[config.mk]
export PLATFORM = sky130hd
export DESIGN_NAME = controlUnit
export DESIGN_NICKNAME = d
export VERILOG_FILES = /design/src/controlPkg.sv /design/src/controlUnit.sv /design/src/controlWordTable.sv /design/src/instrDecoder.sv /design/src/stepSequencer.sv
export SDC_FILE = /design/constraint.sdc
export NUM_CORES = 1
export LEC_CHECK = 0
export ABC_AREA = 0
export BUFFER_PORTS_ARGS = -buffer_cell sky130_fd_sc_hd__clkbuf_2
export CAP_MARGIN = 20
export CORE_ASPECT_RATIO = 0.9
export CORE_MARGIN = 3
export CORE_UTILIZATION = 40
export CTS_CLUSTER_SIZE = 12
export DETAILED_ROUTE_END_ITERATION = 8
export GPL_ROUTABILITY_DRIVEN = 0
export PLACE_DENSITY = 0.62
export SYNTH_ARGS = -nofsm -noshare
export SYNTH_HDL_FRONTEND = slang
export SYNTH_HIERARCHICAL = 1
export SYNTH_SLANG_ARGS = --single-unit
[constraint.sdc]
create_clock -name clock -period 3.05 [get_ports clock]
set_clock_uncertainty 0.2 [all_clocks]
set_input_delay 0.4575 -clock clock [delete_from_list [all_inputs] [get_ports clock]]
set_output_delay 0.4575 -clock clock [all_outputs]
set_load 0.05 [all_outputs]
[src/controlPkg.sv]
`default_nettype none

package controlPkg;

	// Instruction fields
	typedef enum logic [5:0] {
		rType = 6'b000000,
		addi  = 6'b001000,
		addiu = 6'b001001,
		lui   = 6'b001111
	} opcodeT;

	typedef enum logic [5:0] {
		add    = 6'b100000,
		sub    = 6'b100010,
		bitAnd = 6'b100100,
		srl    = 6'b000010,
		sra    = 6'b000011,
		xchg   = 6'b000101,
		brk    = 6'b001101
	} functT;

	typedef enum logic [3:0] {
		classAddImm,
		classLui,
		classAdd,
		classSub,
		classAnd,
		classSrl,
		classSra,
		classXchg,
		classBreak,
		classUnsupported
	} instrClassT;

	// FSM steps
	typedef enum logic [6:0] {
		fetch       = 7'd0,
		waitFetch   = 7'd1,
		waitFetch2  = 7'd2,
		decode      = 7'd3,
		execute     = 7'd4,
		addImmWrite = 7'd5,
		aluWrite    = 7'd6,
		shiftWrite  = 7'd7,
		xchgWrite   = 7'd8,
		waitStep    = 7'd127
	} stepT;

	// Datapath select fields
	typedef enum logic [2:0] {
		pcKeep      = 3'd0,
		pcAluResult = 3'd1
	} pcSourceT;

	typedef enum logic [1:0] {
		srcAPc   = 2'd0,
		srcARegA = 2'd2
	} aluSrcAT;

	typedef enum logic [2:0] {
		srcBRegB         = 3'd0,
		srcBFour         = 3'd1,
		srcBImm          = 3'd2,
		srcBBranchOffset = 3'd4
	} aluSrcBT;

	typedef enum logic [2:0] {
		aluNone = 3'd0,
		aluAdd  = 3'd1,
		aluSub  = 3'd2,
		aluAnd  = 3'd3
	} aluOpT;

	typedef enum logic [2:0] {
		shiftNone       = 3'd0,
		shiftLoad       = 3'd1,
		shiftRight      = 3'd3,
		shiftRightArith = 3'd4
	} shiftCtrlT;

	typedef enum logic [2:0] {
		dstNone  = 3'd0,
		dstRt    = 3'd1,
		dstRtLui = 3'd2,
		dstRd    = 3'd5
	} regDstT;

	// Register file write-back source
	typedef enum logic [3:0] {
		wbRegA      = 4'd0,
		wbShift     = 4'd3,
		wbAluOut    = 4'd8,
		wbLuiImm    = 4'd10,
		wbStackInit = 4'd11
	} wbSrcT;

	typedef struct packed {
		logic      pcWrite;
		pcSourceT  pcSource;
		logic      irWrite;
		logic      writeRegA;
		logic      writeRegB;
		aluSrcAT   aluSrcA;
		aluSrcBT   aluSrcB;
		aluOpT     aluOp;
		logic      aluOutWrite;
		shiftCtrlT shiftCtrl;
		logic      shiftSrc;
		logic      shiftAmt;
		regDstT    regDst;
		wbSrcT     wbSrc;
		logic      regWrite;
	} controlWordT;

	localparam controlWordT idleWord = '{
		pcWrite:     1'b0,
		pcSource:    pcKeep,
		irWrite:     1'b0,
		writeRegA:   1'b0,
		writeRegB:   1'b0,
		aluSrcA:     srcAPc,
		aluSrcB:     srcBRegB,
		aluOp:       aluNone,
		aluOutWrite: 1'b0,
		shiftCtrl:   shiftNone,
		shiftSrc:    1'b0,
		shiftAmt:    1'b0,
		regDst:      dstNone,
		wbSrc:       wbRegA,
		regWrite:    1'b0
	};

	// Loads the stack pointer initial value while reset is held
	localparam controlWordT resetWord = '{
		pcWrite:     1'b0,
		pcSource:    pcKeep,
		irWrite:     1'b0,
		writeRegA:   1'b0,
		writeRegB:   1'b0,
		aluSrcA:     srcAPc,
		aluSrcB:     srcBRegB,
		aluOp:       aluNone,
		aluOutWrite: 1'b0,
		shiftCtrl:   shiftNone,
		shiftSrc:    1'b0,
		shiftAmt:    1'b0,
		regDst:      dstRd,
		wbSrc:       wbStackInit,
		regWrite:    1'b1
	};

endpackage

`default_nettype wire

[src/controlUnit.sv]
`default_nettype none

module controlUnit (
	input wire clock,
	input wire reset,
	input var controlPkg::opcodeT opcode,
	input var controlPkg::functT funct,
	output controlPkg::controlWordT control,
	output controlPkg::stepT step
);

	controlPkg::instrClassT instrClass;

	instrDecoder instrDecoder_i (
		.opcode(opcode),
		.funct(funct),
		.instrClass(instrClass)
	);

	stepSequencer stepSequencer_i (
		.clock(clock),
		.reset(reset),
		.instrClass(instrClass),
		.control(control),
		.step(step)
	);

endmodule

`default_nettype wire

[src/controlWordTable.sv]
`default_nettype none

module controlWordTable (
	input var controlPkg::stepT currentStep,
	input var controlPkg::instrClassT instrClass,
	output controlPkg::controlWordT word
);

	always_comb begin
		word = controlPkg::idleWord;
		case (currentStep)
			// PC + 4 while memory reads the instruction
			controlPkg::fetch: begin
				word.pcWrite = 1'b1;
				word.pcSource = controlPkg::pcAluResult;
				word.aluSrcB = controlPkg::srcBFour;
				word.aluOp = controlPkg::aluAdd;
			end
			controlPkg::waitFetch2: begin
				word.irWrite = 1'b1;
			end
			// Operand fetch and speculative branch target
			controlPkg::decode: begin
				word.writeRegA = 1'b1;
				word.writeRegB = 1'b1;
				word.aluSrcB = controlPkg::srcBBranchOffset;
				word.aluOp = controlPkg::aluAdd;
				word.aluOutWrite = 1'b1;
				word.shiftCtrl = controlPkg::shiftLoad;
				word.shiftSrc = 1'b1;
			end
			controlPkg::execute: begin
				case (instrClass)
					controlPkg::classAddImm: begin
						word.aluSrcA = controlPkg::srcARegA;
						word.aluSrcB = controlPkg::srcBImm;
						word.aluOp = controlPkg::aluAdd;
						word.aluOutWrite = 1'b1;
					end
					controlPkg::classAdd: begin
						word.aluSrcA = controlPkg::srcARegA;
						word.aluSrcB = controlPkg::srcBRegB;
						word.aluOp = controlPkg::aluAdd;
						word.aluOutWrite = 1'b1;
					end
					controlPkg::classSub: begin
						word.aluSrcA = controlPkg::srcARegA;
						word.aluSrcB = controlPkg::srcBRegB;
						word.aluOp = controlPkg::aluSub;
						word.aluOutWrite = 1'b1;
					end
					controlPkg::classAnd: begin
						word.aluSrcA = controlPkg::srcARegA;
						word.aluSrcB = controlPkg::srcBRegB;
						word.aluOp = controlPkg::aluAnd;
						word.aluOutWrite = 1'b1;
					end
					// Shift amount comes from the shamt field
					controlPkg::classSrl: begin
						word.shiftAmt = 1'b1;
						word.shiftCtrl = controlPkg::shiftRight;
					end
					controlPkg::classSra: begin
						word.shiftAmt = 1'b1;
						word.shiftCtrl = controlPkg::shiftRightArith;
					end
					controlPkg::classLui: begin
						word.regWrite = 1'b1;
						word.regDst = controlPkg::dstRtLui;
						word.wbSrc = controlPkg::wbLuiImm;
					end
					// Undo the fetch increment so the PC stays on the break
					controlPkg::classBreak: begin
						word.pcWrite = 1'b1;
						word.pcSource = controlPkg::pcAluResult;
						word.aluSrcB = controlPkg::srcBFour;
						word.aluOp = controlPkg::aluSub;
					end
					default: begin
						word = controlPkg::idleWord;
					end
				endcase
			end
			controlPkg::addImmWrite: begin
				word.regWrite = 1'b1;
				word.regDst = controlPkg::dstRt;
				word.wbSrc = controlPkg::wbAluOut;
			end
			controlPkg::aluWrite: begin
				word.regWrite = 1'b1;
				word.regDst = controlPkg::dstRd;
				word.wbSrc = controlPkg::wbAluOut;
			end
			controlPkg::shiftWrite: begin
				word.regWrite = 1'b1;
				word.regDst = controlPkg::dstRd;
				word.wbSrc = controlPkg::wbShift;
			end
			// Register A value lands in rd
			controlPkg::xchgWrite: begin
				word.regWrite = 1'b1;
				word.regDst = controlPkg::dstRd;
				word.wbSrc = controlPkg::wbRegA;
			end
			default: begin
				word = controlPkg::idleWord;
			end
		endcase
	end

endmodule

`default_nettype wire

[src/instrDecoder.sv]
`default_nettype none

module instrDecoder (
	input var controlPkg::opcodeT opcode,
	input var controlPkg::functT funct,
	output controlPkg::instrClassT instrClass
);

	always_comb begin
		instrClass = controlPkg::classUnsupported;
		case (opcode)
			// Signed and unsigned add immediate share one datapath sequence
			controlPkg::addi,
			controlPkg::addiu: begin
				instrClass = controlPkg::classAddImm;
			end
			controlPkg::lui: begin
				instrClass = controlPkg::classLui;
			end
			controlPkg::rType: begin
				case (funct)
					controlPkg::add: begin
						instrClass = controlPkg::classAdd;
					end
					controlPkg::sub: begin
						instrClass = controlPkg::classSub;
					end
					controlPkg::bitAnd: begin
						instrClass = controlPkg::classAnd;
					end
					controlPkg::srl: begin
						instrClass = controlPkg::classSrl;
					end
					controlPkg::sra: begin
						instrClass = controlPkg::classSra;
					end
					controlPkg::xchg: begin
						instrClass = controlPkg::classXchg;
					end
					controlPkg::brk: begin
						instrClass = controlPkg::classBreak;
					end
					default: begin
						instrClass = controlPkg::classUnsupported;
					end
				endcase
			end
			default: begin
				instrClass = controlPkg::classUnsupported;
			end
		endcase
	end

endmodule

`default_nettype wire

[src/stepSequencer.sv]
`default_nettype none

module stepSequencer (
	input wire clock,
	input wire reset,
	input var controlPkg::instrClassT instrClass,
	output controlPkg::controlWordT control,
	output controlPkg::stepT step
);

	controlPkg::controlWordT tableWord;
	controlPkg::stepT nextStep;

	controlWordTable controlWordTable_i (
		.currentStep(step),
		.instrClass(instrClass),
		.word(tableWord)
	);

	always_comb begin
		nextStep = controlPkg::fetch;
		case (step)
			controlPkg::fetch: begin
				nextStep = controlPkg::waitFetch;
			end
			controlPkg::waitFetch: begin
				nextStep = controlPkg::waitFetch2;
			end
			controlPkg::waitFetch2: begin
				nextStep = controlPkg::decode;
			end
			controlPkg::decode: begin
				nextStep = controlPkg::execute;
			end
			// Class is only looked at here
			controlPkg::execute: begin
				case (instrClass)
					controlPkg::classAddImm: begin
						nextStep = controlPkg::addImmWrite;
					end
					controlPkg::classAdd,
					controlPkg::classSub,
					controlPkg::classAnd: begin
						nextStep = controlPkg::aluWrite;
					end
					controlPkg::classSrl,
					controlPkg::classSra: begin
						nextStep = controlPkg::shiftWrite;
					end
					controlPkg::classXchg: begin
						nextStep = controlPkg::xchgWrite;
					end
					controlPkg::classBreak: begin
						nextStep = controlPkg::fetch;
					end
					default: begin
						nextStep = controlPkg::waitStep;
					end
				endcase
			end
			controlPkg::addImmWrite,
			controlPkg::aluWrite,
			controlPkg::shiftWrite,
			controlPkg::xchgWrite: begin
				nextStep = controlPkg::waitStep;
			end
			default: begin
				nextStep = controlPkg::fetch;
			end
		endcase
	end

	// Word and step move together, so control lags step by one
	always_ff @(posedge clock) begin
		if (reset) begin
			control <= controlPkg::resetWord;
			step <= controlPkg::fetch;
		end else begin
			control <= tableWord;
			step <= nextStep;
		end
	end

endmodule

`default_nettype wire
# Word-level counts from Yosys, hierarchy flattened
# Memory sizes are Yosys's and may differ from the RTL's.
# Index checks and enable logic that the tools add are counted.
# totals
regBits	36
mem_bits_ro	112
input_bits	14
output_inout_bits	36
n_memories	1
# classes
eq_ne	25
muxes	16
bitwise_logic	1
reduce_logical	8
# memory_table
name	words	width	read_ports	rd_clocked_by_memory_dff	wr	line_no	text
(no name shown)	16	7	1	0	0	stepSequencer.sv:37	case (instrClass)
# op_table
cell	n
$pmux W7 S6	1
$pmux W8 S5	1
$eq A7 B3 Y1 const B	4
$pmux W4 S7	1
$pmux W5 S5	1
$eq A6 B4 Y1 const B	4
$eq A6 B6 Y1 const B	3
$pmux W6 S3	1
$eq A7 B2 Y1 const B	2
$eq A4 B3 Y1 const B	3
$eq A6 B2 Y1 const B	2
$pmux W4 S3	1
$pmux W5 S2	1
$eq A4 B2 Y1 const B	2
$pmux W4 S2	1
$reduce_or A4 Y1	2
$eq A7 B1 Y1 const B	1
$eq A7 B4 Y1 const B	1
$logic_not A7 Y1	1
$mux W7	1
$eq A6 B3 Y1 const B	1
$logic_not A6 Y1	1
$pmux W3 S2	1
$reduce_or A2 Y1	3
other kinds (7)	10

# Logic depth before layout (Yosys ltp)
# depth
depth_word	7
depth_mapped	10
ltp_nobuf	9

# Hierarchy
# Netlist, hierarchy kept.
# by_module_without_submodules
module	instances	cells_per_inst	area_per_inst_um2	seq_area_each_um2
stepSequencer	1	108	1173.6	680.7
controlWordTable	1	63	432.9	0.0
instrDecoder	1	27	186.4	0.0

# Least setup slack after synthesis
# Ideal clock, no wire load.
# synth_path
kind	input-to-reg
from	in opcode[1]
to	reg, netlist name stepSequencer_i/control[10]
arrival_time_ns	2.436
t_required_ns	2.784
path_slack_ns	0.348
cell_stages	8
path_buffers	1
cell_sequence	nor4_1 > nand2_1 > nor3_1 > clkbuf_1 > nand2b_1 > o32a_1 > nor2_1 > nor2b_1
# synth_rtl
element	line_no	text
start: declaration	controlUnit.sv:6	input var controlPkg::opcodeT opcode,

==> impl_metrics.toml <==
[logic_synthesis]
synth_edf_count = 0
ys_seq_area_share_pct = 37.96
mappedNetlistArea_sq_um = 1793
predominant_post_synthesis_flop_cell = "dfxtp_1"
synth_async_sr_flop_share_pct = 0
yosysWarningCount = 6
yosys_reg_bits = 34
postSynthAreaPerCell_sq_um = 9.055
syn-instance-count = 198
ys_types = 55

[timing]
clock_period_minus_final_worst_setup_slack_ns = 2.465
setup_repair_after_global_routing_missed_its_margin = "false"
layout_worst_path_cycle_share_pct = 80.80
hold_viol = 0
fmax_mhz = 405.8
maxSlewHeadroom_pct = 63.42
number_of_setup_violations_in_the_final_report = 0
fin_setup_tns_ns = 0
final_report_max_slew_violation_count = 0
tightest_slew_ns = 0.5487

[clock_network]
cts.sink_count = 34
clockBufferDepth = 2
ctsHtreeMaxLevel = 2
cts_resized = 0
cts_tree = "done"
cts-buffers-inserted = 5
cts_setup_buffers = 0
clkTransAtPathRegs_ns = 0.07
holdBufCountCts = 0
root_buffer = "clkbuf_8"
clk-insertion-delay-late_ns = 0.28

[route]
drt_pre_antenna_iters = 4
first_iter_violations = 60
detailroute.via_count = 1504
routed_wirelength_normalized_by_instance_count_um = 11.12
postRouteWirelength_um = 3404
final_antenna_net_count = 0
vias_per_cell = 4.915
drcViolationCount = 0

[die]
total_core_area_sq_um = 4184
std_cell_rows = 22
die_area_sq_um = 5323
initial_core_util_pct = 42.85
die_y_um = 69.52
pin_count = 50
die_w_um = 76.57

[layout]
finalNetCount = 263
multiInputGateArea_sq_um = 997.2
regArea_sq_um = 680.7
final.fill_count = 432
layout.cells.non_filler = 306
final_design_area_no_fill_sq_um = 2150
n_antenna_cell = 0
flow.area_growth_from_synthesis_pct = 19.89
final_layout_size_suffix_gt1_share_pct = 34.15

[run]
max_cap_violations = 0

[placement]
place.detailed.instances = 298
dp.final_hpwl_um = 2521
numPortBuffers = 49
dpl_cell_area_sq_um = 2054

[setup_path]
crit_path_end_kind = "flop"
critical_path.n_buffers_inverters = 2
crit_start = "funct[5]"
cpMaxStageDelayCell = "or3b_1"
cp_max_fo = 8
critical_path_data_required_time_ns = 3.06
arrival_ns = 2.48
cp_cell_sequence = "clkbuf_2 > or3b_1 > a2111oi_2 > o31ai_1 > buf_4 > nor2_1 > nand3b_1 > a211oi_1 > nor2b_1"
crit_path_start_kind = "input pin"
critPathTopFamily = "simple AND/OR/NAND/NOR gates"
critical_path_class = "input pin to flop"
worst_stage_delay_on_the_critical_path_ns = 0.38
timing.rr.start = "stepSequencer_i/step[3]"

[global_route]
grt_pass1_vias = 1303
globalRouteOverflowTotal = 0
grt_pass1_wl_um = 5830
grt_max_degree = 32
grt.total_usage_pct = 13.14
antenna_violations_before_repair = 0

[power]
share_of_total_power_consumed_by_net_switching_pct = 44.19
power_dens_cells_nw_per_um2 = 791.8
sequentialPowerShare_pct = 34.4
power_switching_w = 0.0007521
clock_power_share_pct = 19.8
power_frac_comb_pct = 45.8
overall_power_w = 0.001702
standby_leakage_power_nw = 0.9157
vdd.ir_drop.worst_uv = 306.7
internal_power_w = 0.0009499

[min_path]
holdCritStartpoint = "reset"
worst_hold_path_type = "input pin to flop"

[outcome]
run_status = "finished, final reports clean"
[power by group through the flow]
| stage | registers (W) | logic [W] | clock network [W] |
|---|---|---|---|
| 6_report | 0.000586 | 0.000779 | 0.000336 |
| 4_1_cts | 0.000586 | 0.000780 | 0.000348 |
| 2_1_floorplan | 0.000842 | 0.000438 | 0 |
| 3_5_place_dp | 0.000596 | 0.000779 | 0 |
| 3_3_place_gp | 0.000599 | 0.000778 | 0 |
| 5_1_grt | 0.000602 | 0.000838 | 0.000368 |
[cells in the mapped netlist, drive strengths merged (4+ instances only)]
cell	count	area, sq um
nor2b	26	162.7
a21oi	6	30.03
nor3b	4	30.03
nand2b	5	31.28
clkbuf	7	26.28
a211o	4	36.29
nor2	12	47.55
buf	12	97.59
nor3	8	50.05
or2	8	50.05
dfxtp	34	680.7
nand3b	5	37.54
nand2	12	45.04
ha	4	50.05
o21ai	4	20.02
[placed cells by master (no fill, tap or decap), drive strengths merged, types with 2 or more instances in the layout]
cell | Yosys | layout
a2111oi | 2 | 2
a211o | 4 | 4
a211oi | 3 | 3
a21o | 2 | 2
a21oi | 6 | 6
a22oi | 2 | 2
a31oi | 3 | 3
buf | 12 | 6
clkbuf | 7 | 55
conb | 1 | 5
dfxtp | 34 | 34
ha | 4 | 4
inv | 3 | 3
nand2 | 12 | 12
nand2b | 5 | 5
nand3b | 5 | 5
nor2 | 12 | 12
nor2b | 26 | 26
nor3 | 8 | 8
nor3b | 4 | 4
nor4 | 3 | 3
nor4b | 3 | 3
o21ai | 4 | 4
o31ai | 3 | 3
or2 | 8 | 8
or3b | 2 | 2
xor2 | 3 | 3
[metrics by stage]
step | utilization, % | hold slack [ns] | worst slack (ns)
after global placement | 49.10 | 0.5360 | 0.3245
after detailed placement | 49.10 | 0.5315 | 0.2960
after floorplan | - | 0.4542 | 0.3483
final | 51.38 | 0.5297 | 0.5855
after global routing | 51.38 | 0.5861 | 0.4196
after CTS | 51.38 | 0.5482 | 0.5819
[state kept, by name, indices dropped and copies added, names as in the netlist]
name,count
stepSequencer_i/step,5
stepSequencer_i/control,29
[final cells by class]
cell class | instances | area share, %
inverters | 3 | 0.5239
flip-flops and latches | 34 | 31.66
well taps | 60 | 3.492
repair buffers | 55 | 13.50
clock inverters | 2 | 0.5821
multi-input cells | 146 | 46.39
clock buffers | 6 | 3.842
[path summary, 6_finish.rpt]
check                                                   end  slack, ns  cells past startpoint
worst max-delay path            stepSequencer_i/control[25]       0.59                      9
worst min-delay path            stepSequencer_i/control[18]       0.53                      2
worst max register to register  stepSequencer_i/control[18]       0.93                      4
worst min register to register      stepSequencer_i/step[0]       0.56                      3
[layer usage]
layer  share of wire, %  routed length (um)  global-route usage [%]
met4                1.9                  65                   6.036
met2                 46                1560                   21.07
met5                  0                   0                       0
met3                7.0                 239                   3.766
met1                 45                1539                   16.27
[cells by family (layout without fill, tap and decap cells)]
kind of cell | Yosys count | in the layout | synth area share [%]
adder cells (fa/ha/maj) | 4 | 4 | 2.791
buffers and inverters | 22 | 66 | 7.537
flip-flops | 34 | 34 | 37.96
other | 1 | 5 | 0.2092
AO/OA/AOI/OAI | 38 | 38 | 16.05
XOR/XNOR | 3 | 3 | 1.466
AND/OR/NAND/NOR | 96 | 96 | 33.99
Note: power is estimated with default switching activity, not from simulation.
